`src/cl_pkg.sv`:
```
// Shared types and constants for the CL control and status shell
// Channel count, register words, scrub engine state and scrub region
package cl_pkg;

  // --------------------------------------------------
  // Sizes and words
  // --------------------------------------------------
  localparam int NUM_DDR = 4;

  typedef logic [NUM_DDR-1:0] ch_vec_t;
  typedef logic [31:0]        ctl_word_t;
  typedef logic [31:0]        status_word_t;
  typedef logic [63:0]        scrb_addr_t;

  // --------------------------------------------------
  // Scrub engine
  // --------------------------------------------------
  typedef enum logic [2:0] {
    SCRB_IDLE = 3'd0,
    SCRB_RUN  = 3'd1,
    SCRB_GAP  = 3'd2,
    SCRB_DONE = 3'd3
  } scrb_state_t;

  // One 64-byte beat per cycle, bursts of 16 beats
  localparam scrb_addr_t SCRB_BEAT_BYTES  = 64'd64;
  localparam int         SCRB_BURST_BEATS = 16;

  // Simulation-sized region, 8 KB
  localparam scrb_addr_t SCRB_END_ADDR = 64'h2000;

  // --------------------------------------------------
  // Control register fields
  // --------------------------------------------------
  localparam int CTL_DBG_EN_BIT = 31;
  localparam int CTL_DBG_SEL_HI = 30;
  localparam int CTL_DBG_SEL_LO = 28;

  // --------------------------------------------------
  // Status and ID values
  // --------------------------------------------------
  localparam logic [19:0]  STATUS_SIG = 20'hA1111;
  localparam status_word_t ID0_VALUE  = 32'h1D50_6789;
  localparam status_word_t ID1_VALUE  = 32'h1D51_FEDC;

endpackage

```
`src/scrub_engine.sv`:
```
// Scrub address walker for one DDR channel
// Steps through the scrub region in 16-beat bursts with one gap cycle
// between bursts, and stalls while the channel is not ready
module scrub_engine (
  input  logic                clk,
  input  logic                sync_rst_n,
  input  logic                enable,
  input  logic                ddr_ready,
  output cl_pkg::scrb_state_t state,
  output cl_pkg::scrb_addr_t  addr,
  output logic                done
);

  import cl_pkg::*;

  localparam int BEAT_CNT_W = $clog2(SCRB_BURST_BEATS);
  localparam logic [BEAT_CNT_W-1:0] LAST_BEAT = BEAT_CNT_W'(SCRB_BURST_BEATS - 1);

  logic [BEAT_CNT_W-1:0] beat_cnt;
  scrb_addr_t            addr_next;
  logic                  last_beat;
  logic                  end_reached;

  assign addr_next   = addr + SCRB_BEAT_BYTES;
  assign last_beat   = (beat_cnt == LAST_BEAT);
  assign end_reached = (addr_next == SCRB_END_ADDR);

  // --------------------------------------------------
  // State machine, address and beat counters
  // --------------------------------------------------
  always_ff @(posedge clk or negedge sync_rst_n)
  begin
    if (!sync_rst_n)
    begin
      state    <= SCRB_IDLE;
      addr     <= '0;
      beat_cnt <= '0;
    end
    else if (!enable)
    begin
      // Dropping the enable restarts the channel from zero
      state    <= SCRB_IDLE;
      addr     <= '0;
      beat_cnt <= '0;
    end
    else
    begin
      case (state)
        SCRB_IDLE:
        begin
          state    <= SCRB_RUN;
          addr     <= '0;
          beat_cnt <= '0;
        end
        SCRB_RUN:
        begin
          if (ddr_ready)
          begin
            addr     <= addr_next;
            beat_cnt <= beat_cnt + 1'b1;
            if (end_reached)
              state <= SCRB_DONE;
            else if (last_beat)
              state <= SCRB_GAP;
          end
        end
        SCRB_GAP:
          state <= SCRB_RUN;
        SCRB_DONE:
          state <= SCRB_DONE;
        default:
          state <= SCRB_IDLE;
      endcase
    end
  end

  assign done = (state == SCRB_DONE);

endmodule

```
`src/ctrl_status.sv`:
```
// Control register, status and ID word assembly for the CL shell
// Captures ctl0 and the DDR ready levels, drives the scrub enables,
// builds the normal or debug status and ID words, and answers FLR
module ctrl_status (
  input  logic                                      clk,
  input  logic                                      sync_rst_n,
  input  cl_pkg::ctl_word_t                         ctl0,
  input  cl_pkg::ch_vec_t                           ddr_is_ready,
  input  logic                                      flr_assert,
  input  cl_pkg::scrb_state_t [cl_pkg::NUM_DDR-1:0] scrb_state,
  input  cl_pkg::scrb_addr_t  [cl_pkg::NUM_DDR-1:0] scrb_addr,
  input  cl_pkg::ch_vec_t                           scrb_done,
  output cl_pkg::ch_vec_t                           scrub_en,
  output cl_pkg::ch_vec_t                           ddr_ready_q,
  output logic                                      flr_done,
  output cl_pkg::status_word_t                      status0,
  output cl_pkg::status_word_t                      id0,
  output cl_pkg::status_word_t                      id1
);

  import cl_pkg::*;

  localparam int SEL_W = $clog2(NUM_DDR);

  ctl_word_t            ctl_q;
  logic                 flr_assert_q;
  logic                 dbg_en;
  logic [2:0]           dbg_sel;
  logic [SEL_W-1:0]     sel_ch;
  scrb_addr_t           sel_addr;
  status_word_t         status_normal;
  status_word_t         status_debug;

  // --------------------------------------------------
  // Control register and ready capture
  // --------------------------------------------------
  always_ff @(posedge clk or negedge sync_rst_n)
  begin
    if (!sync_rst_n)
    begin
      ctl_q       <= '0;
      ddr_ready_q <= '0;
    end
    else
    begin
      ctl_q       <= ctl0;
      ddr_ready_q <= ddr_is_ready;
    end
  end

  // Bits 3:0 enable the scrub engine of channels 3 to 0
  assign scrub_en = ctl_q[NUM_DDR-1:0];
  assign dbg_en   = ctl_q[CTL_DBG_EN_BIT];
  assign dbg_sel  = ctl_q[CTL_DBG_SEL_HI:CTL_DBG_SEL_LO];

  // Out-of-range selects fall back to channel 0
  assign sel_ch   = (dbg_sel < 3'(NUM_DDR)) ? dbg_sel[SEL_W-1:0] : '0;
  assign sel_addr = scrb_addr[sel_ch];

  // --------------------------------------------------
  // Status word
  // --------------------------------------------------
  // HMC done and link-up fields read as zero
  assign status_normal = {STATUS_SIG, 4'd0, scrb_done, ddr_ready_q};

  assign status_debug = {1'b0, scrb_state[3],
                         1'b0, scrb_state[2],
                         1'b0, scrb_state[1],
                         1'b0, scrb_state[0],
                         8'd0, scrb_done, ddr_ready_q};

  always_ff @(posedge clk or negedge sync_rst_n)
  begin
    if (!sync_rst_n)
    begin
      status0 <= '0;
      id0     <= '0;
      id1     <= '0;
    end
    else
    begin
      status0 <= dbg_en ? status_debug : status_normal;
      id0     <= dbg_en ? sel_addr[31:0]  : ID0_VALUE;
      id1     <= dbg_en ? sel_addr[63:32] : ID1_VALUE;
    end
  end

  // --------------------------------------------------
  // FLR response
  // --------------------------------------------------
  // Single-cycle acknowledge, toggles if the request stays high
  always_ff @(posedge clk or negedge sync_rst_n)
  begin
    if (!sync_rst_n)
    begin
      flr_assert_q <= 1'b0;
      flr_done     <= 1'b0;
    end
    else
    begin
      flr_assert_q <= flr_assert;
      flr_done     <= flr_assert_q && !flr_done;
    end
  end

endmodule

```
`src/cl_shell_ctrl.sv`:
```
// CL control and status shell, top level
// Connects the control/status block to one scrub engine per DDR channel
module cl_shell_ctrl (
  input  logic                 clk,
  input  logic                 sync_rst_n,
  input  cl_pkg::ctl_word_t    ctl0,
  input  cl_pkg::ch_vec_t      ddr_is_ready,
  input  logic                 flr_assert,
  output logic                 flr_done,
  output cl_pkg::status_word_t status0,
  output cl_pkg::status_word_t id0,
  output cl_pkg::status_word_t id1
);

  import cl_pkg::*;

  ch_vec_t                   scrub_en;
  ch_vec_t                   ddr_ready_q;
  scrb_state_t [NUM_DDR-1:0] scrb_state;
  scrb_addr_t  [NUM_DDR-1:0] scrb_addr;
  ch_vec_t                   scrb_done;

  // --------------------------------------------------
  // Control register, status and FLR
  // --------------------------------------------------
  ctrl_status i_ctrl_status (
    .clk          (clk),
    .sync_rst_n   (sync_rst_n),
    .ctl0         (ctl0),
    .ddr_is_ready (ddr_is_ready),
    .flr_assert   (flr_assert),
    .scrb_state   (scrb_state),
    .scrb_addr    (scrb_addr),
    .scrb_done    (scrb_done),
    .scrub_en     (scrub_en),
    .ddr_ready_q  (ddr_ready_q),
    .flr_done     (flr_done),
    .status0      (status0),
    .id0          (id0),
    .id1          (id1)
  );

  // --------------------------------------------------
  // Per-channel scrub engines
  // --------------------------------------------------
  // Channel n uses bit n of every vector
  for (genvar ch = 0; ch < NUM_DDR; ch++)
  begin : g_scrub
    scrub_engine i_scrub_engine (
      .clk        (clk),
      .sync_rst_n (sync_rst_n),
      .enable     (scrub_en[ch]),
      .ddr_ready  (ddr_ready_q[ch]),
      .state      (scrb_state[ch]),
      .addr       (scrb_addr[ch]),
      .done       (scrb_done[ch])
    );
  end

endmodule

```
`config.mk`:
```
export PLATFORM = sky130hd
export DESIGN_NAME = cl_shell_ctrl
export DESIGN_NICKNAME = d
export VERILOG_FILES = /design/src/cl_pkg.sv /design/src/scrub_engine.sv /design/src/ctrl_status.sv /design/src/cl_shell_ctrl.sv
export SDC_FILE = /design/constraint.sdc
export NUM_CORES = 1
export LEC_CHECK = 0
export BUFFER_PORTS_ARGS = -buffer_cell sky130_fd_sc_hd__buf_2
export CAP_MARGIN = 20
export CORE_ASPECT_RATIO = 1.2
export CORE_MARGIN = 1
export CORE_UTILIZATION = 34
export DETAILED_ROUTE_END_ITERATION = 10
export GPL_TIMING_DRIVEN = 0
export PLACE_DENSITY_LB_ADDON = 0.08
export SYNTH_ARGS = -nofsm -noshare
export SYNTH_HDL_FRONTEND = slang
export SYNTH_SLANG_ARGS = --single-unit
```
`constraint.sdc`:
```
create_clock -name clk -period 5.4 [get_ports clk]
set_input_delay 0.54 -clock clk [delete_from_list [all_inputs] [get_ports clk]]
set_output_delay 0.54 -clock clk [all_outputs]
set_load 0.1 [all_outputs]
```
# Yosys cells after proc, flatten, opt, wreduce, memory -nomap -nowiden
# Cells that the tools add are included.
# Widths: inputs -> output; s select.
dict set report op_classes {
  eq_ne 32
  n_mul 0
  shift 0
  n_bitwise 0
  n_div 0
  addsub 8
  reduce_logical 18
  muxes 50
  order_cmp 2
}
# op n
set op_table {}
lappend op_table {{$mux 64} 9}
lappend op_table {{$pmux 64 s2} 4}
lappend op_table {{$add 64x7->64 const B} 4}
lappend op_table {{$eq 64x14->1 const B} 4}
lappend op_table {{$bmux 64 s2} 1}
lappend op_table {{$mux 32} 3}
lappend op_table {{$mux 3} 16}
lappend op_table {{$pmux 3 s3} 4}
lappend op_table {{$mux 4} 8}
lappend op_table {{$pmux 4 s2} 4}
lappend op_table {{$eq 3x2->1 const B} 8}
lappend op_table {{$add 4x1->4 const B} 4}
lappend op_table {{$eq 4x4->1 const B} 4}
lappend op_table {{$ne 4x2->1 const B} 4}
lappend op_table {{$reduce_and 2->1} 8}
lappend op_table {{$eq 3x1->1 const B} 4}
lappend op_table {{$logic_not 3->1} 4}
lappend op_table {{$ne 3x1->1 const B} 4}
lappend op_table {{$ne 3x3->1 const B} 4}
lappend op_table {{$reduce_or 2->1} 4}
lappend op_table {{$lt 2x3->1 const B} 1}
lappend op_table {{$lt 3x3->1 const B} 1}
lappend op_table {{$mux 2} 1}
lappend op_table {{$logic_and 1x1->1} 1}
lappend op_table {{$logic_not 1->1} 1}
dict set report word_totals {
  ram_bits 0
  inputBits 39
  n_memories 0
  mem_bits_ro 0
  latchBits 0
  ff_bits 418
}

# Logic depth before layout (Yosys ltp)
dict set report depth {
  word_depth 6
  mapped_depth 12
}

# Hierarchy
# A second synthesis with hierarchy kept.
dict set report unflattened {
  cells_unflattened 2819
  area_unflattened_um2 23899.2
}
# mod seq_area_each_um2 instances cells_per_inst area_per_inst_um2
set modules_own_cells {}
lappend modules_own_cells {scrub_engine 1601.5 4 607 4762.1}
lappend modules_own_cells {ctrl_status 2477.4 1 391 4850.9}

# Worst setup path before layout
# Ideal clock, no wire load.
dict set report synth_path {
  path_kind {flip-flop to flip-flop}
  from {register g_scrub[2].i_scrub_engine.addr[6]}
  to {register g_scrub[2].i_scrub_engine.state[0]}
  synth_period_minus_slack_ps 3200
  setup_time_ps 84
  arrival_time_ps 3117
  path_slack_ps 2200
  path_stages_with_launch 12
  cell_sequence {dfrtp_1 > ha_1 > nand3_1 > nor4_4 > and3_1 > clkbuf_1 > nand2_1 > nor3b_1 > nor3_1 > or4_1 > or4b_4 > a41oi_2}
}
dict set report synth_via {
  elab_chain_cells 6
  word_cells_on_any_way 8
  cone_classes {1 x add/sub; 2 x eq/ne; 4 x mux; 1 x reduce/logical}
}
# element line
set synth_rtl {}
lappend synth_rtl {{start: declaration} scrub_engine.sv:10} ;# output cl_pkg::scrb_addr_t addr,
lappend synth_rtl {{start signal: assignment} scrub_engine.sv:59} ;# addr <= addr_next;
lappend synth_rtl {{$add 64x7->64 (*)} scrub_engine.sv:24} ;# assign addr_next = addr + SCRB_BEAT_BYTES;
lappend synth_rtl {{$eq 64x14->1 (*)} scrub_engine.sv:26} ;# assign end_reached = (addr_next == SCRB_END_ADDR);
lappend synth_rtl {{$mux 3} scrub_engine.sv:61} ;# if (end_reached)
lappend synth_rtl {{$mux 3} scrub_engine.sv:57} ;# if (ddr_ready)
lappend synth_rtl {{$pmux 3 s3} scrub_engine.sv:48} ;# case (state)
lappend synth_rtl {{$mux 3} scrub_engine.sv:39} ;# else if (!enable)
lappend synth_rtl {{end signal: assignment} scrub_engine.sv:42} ;# state <= SCRB_IDLE;
lappend synth_rtl {{end signal: assignment} scrub_engine.sv:51} ;# state <= SCRB_RUN;
lappend synth_rtl {{end signal: assignment} scrub_engine.sv:62} ;# state <= SCRB_DONE;
lappend synth_rtl {{end: declaration} scrub_engine.sv:9} ;# output cl_pkg::scrb_state_t state,
# Every way passes the cells marked *; elsewhere a longest branch is shown, timed or not. The select of a mux whose other input is x is not followed.
# A chain may end at the register's enable or synchronous reset.

# Worst setup path in the final report
dict set report layout_path {
  from {register g_scrub[1].i_scrub_engine.addr[7]}
  to {register g_scrub[1].i_scrub_engine.state[1]}
}
dict set report layout_via {
  elab_chain_cells 6
  word_cells_on_any_way 8
  cone_classes {1 x add/sub; 2 x eq/ne; 4 x mux; 1 x reduce/logical}
}
# element line
set layout_rtl {}
lappend layout_rtl {{start: declaration} scrub_engine.sv:10}
lappend layout_rtl {{start signal: assignment} scrub_engine.sv:59}
lappend layout_rtl {{$add 64x7->64 (*)} scrub_engine.sv:24}
lappend layout_rtl {{$eq 64x14->1 (*)} scrub_engine.sv:26}
lappend layout_rtl {{$mux 3} scrub_engine.sv:61}
lappend layout_rtl {{$mux 3} scrub_engine.sv:57}
lappend layout_rtl {{$pmux 3 s3} scrub_engine.sv:48}
lappend layout_rtl {{$mux 3} scrub_engine.sv:39}
lappend layout_rtl {{end signal: assignment} scrub_engine.sv:42}
lappend layout_rtl {{end signal: assignment} scrub_engine.sv:51}
lappend layout_rtl {{end signal: assignment} scrub_engine.sv:62}
lappend layout_rtl {{end: declaration} scrub_engine.sv:9}
# Marked as above.

==> impl_metrics.tcl <==
set metrics [dict create \
    drive_above_1_share_pct 8.552 \
    post-route-util_pct 39.27 \
    io_pins 136 \
    critPathSlowestCell "nor4_2" \
    async_reset_ff_share_pct 100.0 \
    grt_pass1_vias 23210 \
    finClkSkew_ps 20.25 \
    cts-htree-levels 2 \
    reg2reg_setup_slack_ps 710 \
    grt_pass1_wl_um 157100 \
    numPortBuffers 97 \
    die-area_um2 68810 \
    ctsResizeCount 0 \
    first_pass_iters 6 \
    clock_latency_ps 590 \
    slew_headroom_pct 17.79 \
    power_leakage_nw 10.17 \
    netlist_area_um2 23040 \
    holdBufCountCts 1 \
    coreArea_um2 67010 \
    dpl.hpwl_um 80890 \
    cp_max_fo 9 \
    drv_slew 0 \
    grt_overflow 0 \
    tns_ps 0 \
    initialDrtViolationCount 2722 \
    vias_per_cell 6.052 \
    syn2layout_area_growth_pct 14.25 \
    hold_viol 0 \
    power_mw 6.477 \
    finalCriticalPeriod_ps 4689 \
    required_ps 5900 \
    rows 104 \
    cp.arrival_ps 5190 \
    yosysUniqueCellTypes 72 \
    numClockSinks 347 \
    root_buffer "clkbuf_16" \
    vias 24570 \
    placed_area_um2 24830 \
    start_util_pct 34.38 \
    clock_tree.buffer_depth 3 \
    synth-edff-count 0 \
    final_area_um2 26320 \
    synthCells 2965 \
    worst_slew_pin_slew_ps 1223 \
    ys_seq_area_share_pct 37.69 \
    antenna_found_initial 7 \
    max-cap-violations 0 \
    cp_common_cell "nand4_1" \
    cp_cell_sequence "ha_1 -> nand4_1 -> or3_1 -> clkbuf_1 -> nor4_2 -> a31oi_1 -> or4_1 -> nor4_1 -> nand4_1 -> a21oi_1" \
    synth-seq-cells 347 \
    clock.fmax_mhz 213.3 \
    wl_um 107800 \
    wl_per_cell_um 26.55 \
    grt_usage_pct 30.95 \
    ys.flop_type "dfrtp_1" \
    synth_warnings 0 \
    period_share_pct 86.83 \
    final_nets 3178 \
    setup_viol_count_final 0 \
    gp_congestion 1.044 \
    worst_slack_ps 711.3 \
    hold_ws_ps 59.40 \
    hold_path.class "in -> reg" \
    final-instance-count-excl-fill 4060 \
    postCtsSetupBuffers 0 \
    cts_buffers 42 \
    die_h_um 287.1 \
    dieWidth_um 239.6 \
    cp-end-kind "register" \
    cts_tree "done" \
    start_kind "register" \
    grt_max_degree 114 \
    slowest_delay_ps 1080 \
    status "complete, no violations" \
    crit_type "reg -> reg" \
    dp_worst_setup_slack_ps 907.0 \
    powerDensity_nw_per_um2 246.1 \
    peakVddDrop_v 0.0002695 \
    drc_errors 0 \
    placedCellCount 3983 \
    drtAntennaViolNets 0 \
    rsz0062_at_grt "no" \
    path_clk_slew_ps 60 \
    syn_avg_cell_area_um2 7.770 \
]
[Yosys cell counts (10+ instances only)]
cell | number | area [µm²]
mux2_2 | 33 | 371.6
buf_2 | 12 | 60.06
clkbuf_1 | 253 | 949.7
or3_1 | 21 | 131.4
o41ai_1 | 18 | 157.7
nor3b_1 | 10 | 75.07
and4_1 | 41 | 359.1
nand4_1 | 160 | 1001
or2_2 | 13 | 81.33
o21ai_0 | 355 | 1777
nor2_1 | 154 | 578.1
nor4_1 | 67 | 419.2
a22o_1 | 24 | 210.2
nand2_1 | 496 | 1862
xnor2_1 | 58 | 508.0
nand2b_1 | 14 | 87.58
nor3_1 | 83 | 415.4
and2_1 | 34 | 212.7
nand3_1 | 155 | 775.7
a211oi_1 | 31 | 232.7
mux2i_1 | 13 | 130.1
buf_1 | 14 | 52.55
o31ai_1 | 72 | 540.5
and3_1 | 62 | 387.9
inv_1 | 32 | 120.1
xor2_1 | 30 | 262.8
a311oi_1 | 31 | 271.5
a31oi_1 | 53 | 331.6
o211ai_1 | 11 | 82.58
ha_1 | 12 | 150.1
or4_1 | 22 | 165.2
a21oi_1 | 90 | 450.4
buf_4 | 19 | 142.6
dfrtp_1 | 347 | 8683
nor2b_1 | 38 | 237.7
[worst paths after layout]
path | start | end | cells after the start
min in group asynchronous | sync_rst_n | i_ctrl_status.status0[28] | 2
hold / removal | ddr_is_ready[3] | i_ctrl_status.ddr_ready_q[3] | 1
setup reg to reg | g_scrub[1].i_scrub_engine.addr[7] | g_scrub[1].i_scrub_engine.state[1] | 10
setup / recovery | g_scrub[1].i_scrub_engine.addr[7] | g_scrub[1].i_scrub_engine.state[1] | 10
hold reg to reg | i_ctrl_status.flr_done | i_ctrl_status.flr_done | 1
max in group asynchronous | sync_rst_n | g_scrub[1].i_scrub_engine.addr[18] | 4
[metal layers]
layer	wire length, µm	global-route usage, %
met1	44110	38.99
met2	51050	51.75
met3	7966	6.214
met4	4631	11.99
met5	26	0
[critical path, delay by kind of cell (launching register included)]
kind | cells | cell delay, ps
simple gates | 6 | 3160
compound gates | 2 | 520
flops | 1 | 370
fa+ha+maj | 1 | 320
buf+inv | 1 | 230
[layout by cell type, fill, tap and decap left out, drive strengths merged, types with 7 or more instances in the layout]
master    n
o211ai   11
nor3     85
and2     36
nor2    155
nand2b   14
clkbuf  316
xnor2    58
and3     62
nor4b     7
a311oi   31
inv      32
nor4     69
o21ai   358
clkinv    9
and4     41
ha       12
mux2i    13
nor2b    38
or2      13
a22o     24
mux2     33
a31oi    53
or4      22
dfrtp   347
nor3b    10
conb     15
a211oi   31
o31ai    72
a21oi    90
o41ai    18
nand4   162
nand3   156
xor2     30
buf     149
nand2   496
or3      21
[power breakdown]
| group | leakage, nW | internal, mW | switching [mW] |
|---|---|---|---|
| Sequential | 4.67 | 2.64 | 0.0267 |
| Combinational | 4.77 | 0.111 | 0.599 |
| Clock | 0.731 | 1.87 | 1.23 |
[sequential cells by signal, indices dropped and copies added, names as in the netlist]
name,flops
i_ctrl_status.flr_done,1
g_scrub.i_scrub_engine.state,8
g_scrub.i_scrub_engine.beat_cnt,16
i_ctrl_status.id1,32
g_scrub.i_scrub_engine.addr,232
i_ctrl_status.ddr_ready_q,4
i_ctrl_status.ctl_q,8
i_ctrl_status.status0,17
i_ctrl_status.flr_assert_q,1
i_ctrl_status.id0,28
[cell families after synthesis]
group	count (synthesis)	share of synthesized area, %
adder cells (fa/ha/maj)	12	0.6517
AND/OR/NAND/NOR	1400	30.76
other	1	0.01628
XOR/XNOR	88	3.346
AO/OA/AOI/OAI	736	19.47
flip-flops	347	37.69
buffers and inverters	335	5.888
multiplexers	46	2.178
[final cells by class]
type / count / area [µm²]
inverter: 32 / 120.1
timing repair buffer: 104 / 615.6
fill: 6946 / 40700
clock buffer: 59 / 1269
antenna: 2 / 5.005
tap: 901 / 1127
buffer: 303 / 1236
sequential: 347 / 8683
multi-input combinational: 2297 / 13060
clock inverter: 15 / 206.4
Note: power is estimated with default switching activity, not from simulation.
